$ cat src/hdl/jpeg_quant_consts.svh
// Widths and depths of the JPEG quantizer stage, included by the RTL and the testbench
`ifndef JPEG_QUANT_CONSTS_SVH
`define JPEG_QUANT_CONSTS_SVH

// Coefficient in, quantized value out
`define JQ_DW           15
`define JQ_QW           11
// Reciprocal factor, scaled by 2^(JQ_MBITS-1)
`define JQ_MBITS        13
`define JQ_MULT_STAGES  4

`define JQ_BLOCK_SIZE   64
`define JQ_PAIRS        32
`define JQ_MCU_BLOCKS   6

`endif

$ cat src/hdl/jpeg_quant_pkg.sv
// Types and the zig-zag lookup for the JPEG quantizer, referenced by scoped name
`include "jpeg_quant_consts.svh"

package jpeg_quant_pkg;

    typedef logic signed [`JQ_DW-1:0]    coef_t;
    typedef logic        [`JQ_MBITS-1:0] qfac_t;
    typedef logic signed [`JQ_QW-1:0]    qout_t;

    // Block buffer either takes rows or hands out zig-zag pairs
    typedef enum logic {
        ZZ_FILL,
        ZZ_DRAIN
    } zz_state_t;

    // Natural row-major index for each zig-zag position
    localparam logic [5:0] ZZ_NAT [`JQ_BLOCK_SIZE] = '{
         0,  1,  8, 16,  9,  2,  3, 10,
        17, 24, 32, 25, 18, 11,  4,  5,
        12, 19, 26, 33, 40, 48, 41, 34,
        27, 20, 13,  6,  7, 14, 21, 28,
        35, 42, 49, 56, 57, 50, 43, 36,
        29, 22, 15, 23, 30, 37, 44, 51,
        58, 59, 52, 45, 38, 31, 39, 46,
        53, 60, 61, 54, 47, 55, 62, 63
    };

    function automatic logic [5:0] de_zigzag(input logic [5:0] pos);
        return ZZ_NAT[pos];
    endfunction

endpackage

$ cat src/hdl/quant_mult.sv
// Four-stage signed coefficient by unsigned factor multiplier with stall, one per output lane
`include "jpeg_quant_consts.svh"

module quant_mult (
    input  logic                               clk,
    input  logic                               resetn,
    input  logic                               en,
    input  logic                               in_valid,
    input  jpeg_quant_pkg::coef_t              a_in,
    input  jpeg_quant_pkg::qfac_t              b_in,
    output logic signed [`JQ_DW+`JQ_MBITS-1:0] out,
    output logic                               out_valid
);

    // Factor split into a 7-bit low part and the remaining high part
    localparam int LO_BITS = 7;
    localparam int HI_BITS = `JQ_MBITS - LO_BITS;
    localparam int PW      = `JQ_DW + `JQ_MBITS;

    jpeg_quant_pkg::coef_t            a_r;
    jpeg_quant_pkg::qfac_t            b_r;
    logic signed [`JQ_DW+LO_BITS-1:0] pp_lo;
    logic signed [`JQ_DW+HI_BITS-1:0] pp_hi;
    logic signed [PW-1:0]             sum_r;
    logic [`JQ_MULT_STAGES-1:0]       vld;

    always_ff @(posedge clk) begin
        if (!resetn) begin
            vld <= '0;
        end else if (en) begin
            vld <= {vld[`JQ_MULT_STAGES-2:0], in_valid};
        end
    end

    always_ff @(posedge clk) begin
        if (en) begin
            a_r   <= a_in;
            b_r   <= b_in;
            // Zero-extended factor halves keep the products signed
            pp_lo <= a_r * $signed({1'b0, b_r[LO_BITS-1:0]});
            pp_hi <= a_r * $signed({1'b0, b_r[`JQ_MBITS-1:LO_BITS]});
            sum_r <= (PW'(pp_hi) <<< LO_BITS) + PW'(pp_lo);
            out   <= sum_r;
        end
    end

    assign out_valid = vld[`JQ_MULT_STAGES-1];

endmodule

$ cat config.mk
export PLATFORM = sky130hd
export DESIGN_NAME = quant_mult
export DESIGN_NICKNAME = d
export VERILOG_FILES = /design/src/hdl/jpeg_quant_pkg.sv /design/src/hdl/quant_mult.sv
export VERILOG_INCLUDE_DIRS = /design/src /design/src/hdl
export SDC_FILE = /design/constraint.sdc
export NUM_CORES = 1
export LEC_CHECK = 0
export BUFFER_PORTS_ARGS = -buffer_cell sky130_fd_sc_hd__buf_2
export CORE_UTILIZATION = 31
export DETAILED_ROUTE_END_ITERATION = 8
export SYNTH_ARGS = -nofsm -noshare
export SYNTH_HDL_FRONTEND = slang
export SYNTH_SLANG_ARGS = --single-unit
$ cat constraint.sdc
create_clock -name clk -period 9.7 [get_ports clk]
set_input_delay 0.97 -clock clk [delete_from_list [all_inputs] [get_ports clk]]
set_output_delay 0.97 -clock clk [all_outputs]
set_load 0.01 [all_outputs]
; After elaboration in Yosys (flattened, before gate mapping)
; Cells that the tools add are included.
[word_totals]
wordCells = 10
mem_bits_ro = 0
ramBits = 0
latchBits = 0
regBits = 131
inputBits = 32
n_memories = 0
[classes]
shifts = 0
multipliers = 2
bitwise_logic = 0
mux = 0
n_lt_le_gt_ge = 0
div = 0
n_addsub = 1
eq_ne = 0
n_reduce_logical = 0
[ops]
columns = cell, n
row1 = 28-bit by 22-bit adder with 28-bit output, 1
row2 = 15-bit by 8-bit multiplier with 22-bit output, 1
row3 = 15-bit by 7-bit multiplier with 21-bit output, 1

; Logic depth before layout (Yosys ltp)
[depth]
ltp_word = 1
mapped_depth = 18
ltp_nobuf = 16

; Least setup slack after synthesis
; Ideal clock, no wire load.
[synth_path]
kind = flip-flop to flip-flop
start = register b_r[2]
end = register pp_lo[20] (data pin)
path_slack_ns = 5.108
period_less_slack_ns = 4.592
arrival_ns = 4.334
path_stages_with_launch = 18
t_required_ns = 9.442
path_cell_list = edfxtp_1 clkbuf_1 nand2_1 fa_1 inv_1 fa_1 fa_1 inv_1 fa_1 inv_1 ha_1 buf_6 a2111oi_4 nor3_2 a221oi_4 o21ai_2 a31oi_1 xnor2_1
[synth_via]
elab_chain_len = 1
[synth_rtl]
columns = element, line_no
row1 = start: declaration, quant_mult.sv:21  ; jpeg_quant_pkg::qfac_t b_r;
row2 = start signal: assignment, quant_mult.sv:38  ; b_r <= b_in;
row3 = 15-bit by 8-bit multiplier with 22-bit output, quant_mult.sv:40  ; pp_lo <= a_r * $signed({1'b0, b_r[LO_BITS-1:0]});
row4 = end signal: assignment, quant_mult.sv:40
row5 = end: declaration, quant_mult.sv:22  ; logic signed [`JQ_DW+LO_BITS-1:0] pp_lo;
; Every way passes these cells.
; A chain may end at the register's enable or synchronous reset.

; Final worst setup path
[layout_path]
start = register a_r[7]
end = register pp_lo[20] (data pin)
[layout_via]
elab_chain_len = 1
[layout_rtl]
columns = element, line_no
row1 = start: declaration, quant_mult.sv:20  ; jpeg_quant_pkg::coef_t a_r;
row2 = start signal: assignment, quant_mult.sv:37  ; a_r <= a_in;
row3 = 15-bit by 8-bit multiplier with 22-bit output, quant_mult.sv:40
; Every way passes these cells.

==> results.md <==
* Outcome: finished, final reports clean
* CTS tree: done
* Vias in the first global route at ~8300
* Fmax at 205.9 MHz
* Post-synthesis xor/xnor area fraction at under 10%
* Leak Pwr at 0.006104 uW
* Share of the synthesized area in the top cell type at between 30% and 40%
* Worst-skew pair later-pin latency at ~0.44 ns
* Switching share of power at between 40 and 50%
* Final Util at 34.98%
* Part of the power in registers at between 20% and 30%
* DRT iter0 DRCs at 368
* Max-slew headroom at a little under 30%
* Maximum fanout along the worst path at 13
* Width of the die at between 200 and 250 microns
* Core region area at 38650 sq um
* Psw at a little over 2000 uW
* Final WL at between 20 and 25 mm
* Initial antenna violation count at 0
* Peak supply drop at 0.1444 mV
* DRT Pass-1 Iters at 5
* Number of diodes at 0
* RSZ-0062 raised after global routing: no
* CP top delay family: adder cells
* Max-cap violations at 0
* Remaining antenna violation count at 0
* Area after DPL at approximately 13000 sq um
* Mux cell area share after synthesis at less than 1%
* Post-layout nets at between 1000 and 1500
* Initial core utilization at between 30% and 40%
* Internal Power at between 2000 and 3000 uW
* # IOs at 61
* Gr usage total at about 14%
* Synth Area in Simple Gates at 13.45%
* Buffers on Ports at 60
* Hold crit path type: reg -> reg
* First-pass GRT wire length at between 40 and 50 mm
* Cts repair resizes at 0
* Clock network power share at approximately 14%
* Crit-path most repeated cell: fa_1
* Worst EP required at around 9.9 ns
* Hpwl dp at 19.21 mm
* Largest family of logic cells by synthesized area: adder cells
* Post-Synth Adder-Cell Area at roughly 34%
* Period utilization at between 50% and 60%
* Seq/Total Area, Yosys at 32.03%
* Clk slew on worst S/H paths at 0.06 ns
* Max-slew violations at 0
* Distinct cells, synth at 51
* Cts-stage hold buffer count at 0
* Crit. End Element: register
* Worst-path cell with the longest stage delay: edfxtp_1
* DRC Markers at 0
* Cell taking the most area after synthesis: edfxtp_1
* Skew final at ~0.017 ns
* Min Tclk post-route at 4.857 ns
* Final hold violations at 0
* GRT overflow at 0
* Routability cong. at between 0.8 and 0.9
* YS warnings at 0
* Power per standard cell area at 336.7 nW/um^2
* Area grow syn2layout at 11.21%
* Clock Root Buffer: clkbuf_16
* Largest net degree at the start of global routing at 80
* Max incr delay on CP at between 0.6 and 0.7 ns
* Vias per Instance at 4.550
* CP Class: reg -> reg
* H-tree Lvls at 4
* Main synth FF type: edfxtp_1
* Clk buf depth at 2
* Worst EP arrival at just over 5 ns
* Compound-Gate Fraction of Synth Area at under 10%
* Comb pwr share at 62.0%
* DIE AREA at about 40000 sq um
* Final setup fails at 0
* Final setup TNS at 0 ns
* Die H at 200.0 microns
* Avg Inst Size Synth at roughly 11 sq um
* Least-Margin Pin Slew at ~1.1 ns
* Number of synthesized register bits at ~130
* CTS Buf Count at 17
* Startpoint types: register
* Ys async rst share at 0%
* Design Area, Final at about 14000 sq um
* Post-DR wirelength/cell at between 10 and 15 microns
* Syn nets at 1418
* Share of layout cells above drive strength 1 at between 8 and 9%
* Top cells by area, synth: edfxtp_1 31%, fa_1 23%, ha_1 11%
* Clock Sinks at between 100 and 150
* Bufs and invs on worst path at 3
* Critical path, cell by cell: nand2_1 -> fa_1 -> inv_1 -> fa_1 -> fa_1 -> inv_1 -> fa_1 -> inv_1 -> ha_1 -> a2111oi_4 -> nor3_2 -> a221oi_4 -> o21ai_2 -> a31oi_1 -> xnor2_1
* Post-synthesis cell area at about 12000 sq um
* Post-synthesis cell count at 1140
* Vias at 7785
* Post-CTS setup buffer count at 0
* Number of flops mapped to enable cells by yosys at roughly 130
* Core Rows at between 70 and 80
==> flip-flops by register name, indices dropped and copies added, names as in the netlist <==
register	flops
a_r	15
b_r	13
out	28
pp_hi	21
pp_lo	22
sum_r	28
vld	4
==> metrics by stage <==
stage | cells | setup slack [ns] | hold slack (ns) | total power [uW]
6_report | 1711 | 4.843 | 0.4168 | 4552
3_3_place_gp | 1680 | 4.903 | 0.4015 | 3907
4_1_cts | 1711 | 4.813 | 0.4177 | 4603
3_5_place_dp | 1680 | 4.838 | 0.4045 | 3945
5_1_grt | 1711 | 4.554 | 0.4202 | 5034
2_1_floorplan | 1140 | 5.108 | 0.4003 | 3294
==> layout by cell type, fill, tap and decap left out, types with 3 or more instances in the layout <==
cell type,n
a31oi_1,7
o21ai_1,5
nor2b_1,8
nand2b_1,6
a21boi_1,3
inv_1,210
mux2i_1,5
clkinv_4,3
and3_1,4
a21o_1,16
xnor2_1,39
o21bai_1,3
nor2_1,26
o211ai_1,12
clkbuf_16,17
ha_1,105
buf_2,59
a311oi_1,4
dfxtp_1,4
o31ai_1,5
o31a_1,3
nand4_1,5
inv_6,5
xor2_1,23
nor3_1,13
o21ai_0,12
edfxtp_1,127
fa_1,141
nand2_1,76
a21oi_1,50
and2_1,153
nand3_1,8
a211oi_1,5
==> per-layer routing <==
layer | vias up | share of wire (%) | wire [microns] | global-route usage, %
li1 | 3771 | - | - | -
met1 | 3870 | 49 | 12040 | 18.26
met2 | 123 | 47 | 11660 | 22.83
met3 | 21 | 3.2 | 796 | 2.218
met4 | 0 | 1.3 | 320 | 3.789
met5 | - | 0 | 0 | 0
==> layout make-up <==
type                    instances  area [sq um]
fillers                      3825         25130
multi-input cells             760          7321
clock inverters                13         125.1
clock buffers                  18         429.2
well taps                     518         648.1
flip-flops and latches        131          3894
inverters                     210         788.3
repair buffers                 61         314.1
==> synth_stat cells, types with 7 or more instances <==
cell type,number
xor2_1,23
ha_1,105
a21o_1,16
a21oi_1,50
o21ai_0,12
nor2b_1,8
nor3_1,13
nor2_1,26
a31oi_1,7
fa_1,141
nand2_1,76
xnor2_1,39
nand3_1,8
edfxtp_1,127
clkbuf_1,38
and2_1,153
inv_1,210
o211ai_1,12
==> logic make-up after synthesis <==
group | count (synthesis)
fa+ha+maj | 246
flops | 131
simple gates | 305
buf+inv | 249
mux | 5
compound gates | 142
xor+xnor | 62
==> worst reg2reg max path, stage by stage, from the launching register on <==
cell,delay [ns]
edfxtp_1,0.62
nand2_1,0.15
fa_1,0.56
inv_1,0.06
fa_1,0.49
fa_1,0.49
inv_1,0.05
fa_1,0.48
inv_1,0.04
ha_1,0.39
a2111oi_4,0.40
nor3_2,0.09
a221oi_4,0.37
o21ai_2,0.12
a31oi_1,0.20
xnor2_1,0.08
==> power groups by stage <==
stage / Sequential (uW) / Clock [uW] / Combinational, uW
final: 1100 / 632 / 2820
after global routing: 1120 / 674 / 3240
after CTS: 1100 / 653 / 2850
after global placement: 1110 / 0 / 2800
after detailed placement: 1110 / 0 / 2830
after floorplan: 1060 / 0 / 2240
==> path summary, 6_finish.rpt <==
check	from	endpoint	slack [ns]	cells past startpoint
hold / removal	sum_r[22]$_DFFE_PP_	out[22]$_DFFE_PP_	0.42	0
hold reg to reg	sum_r[22]$_DFFE_PP_	out[22]$_DFFE_PP_	0.42	0
setup / recovery	a_r[7]$_DFFE_PP_	pp_lo[20]$_DFFE_PP_	4.84	15
setup reg to reg	a_r[7]$_DFFE_PP_	pp_lo[20]$_DFFE_PP_	4.84	15
(Power assumes the default switching activity.)
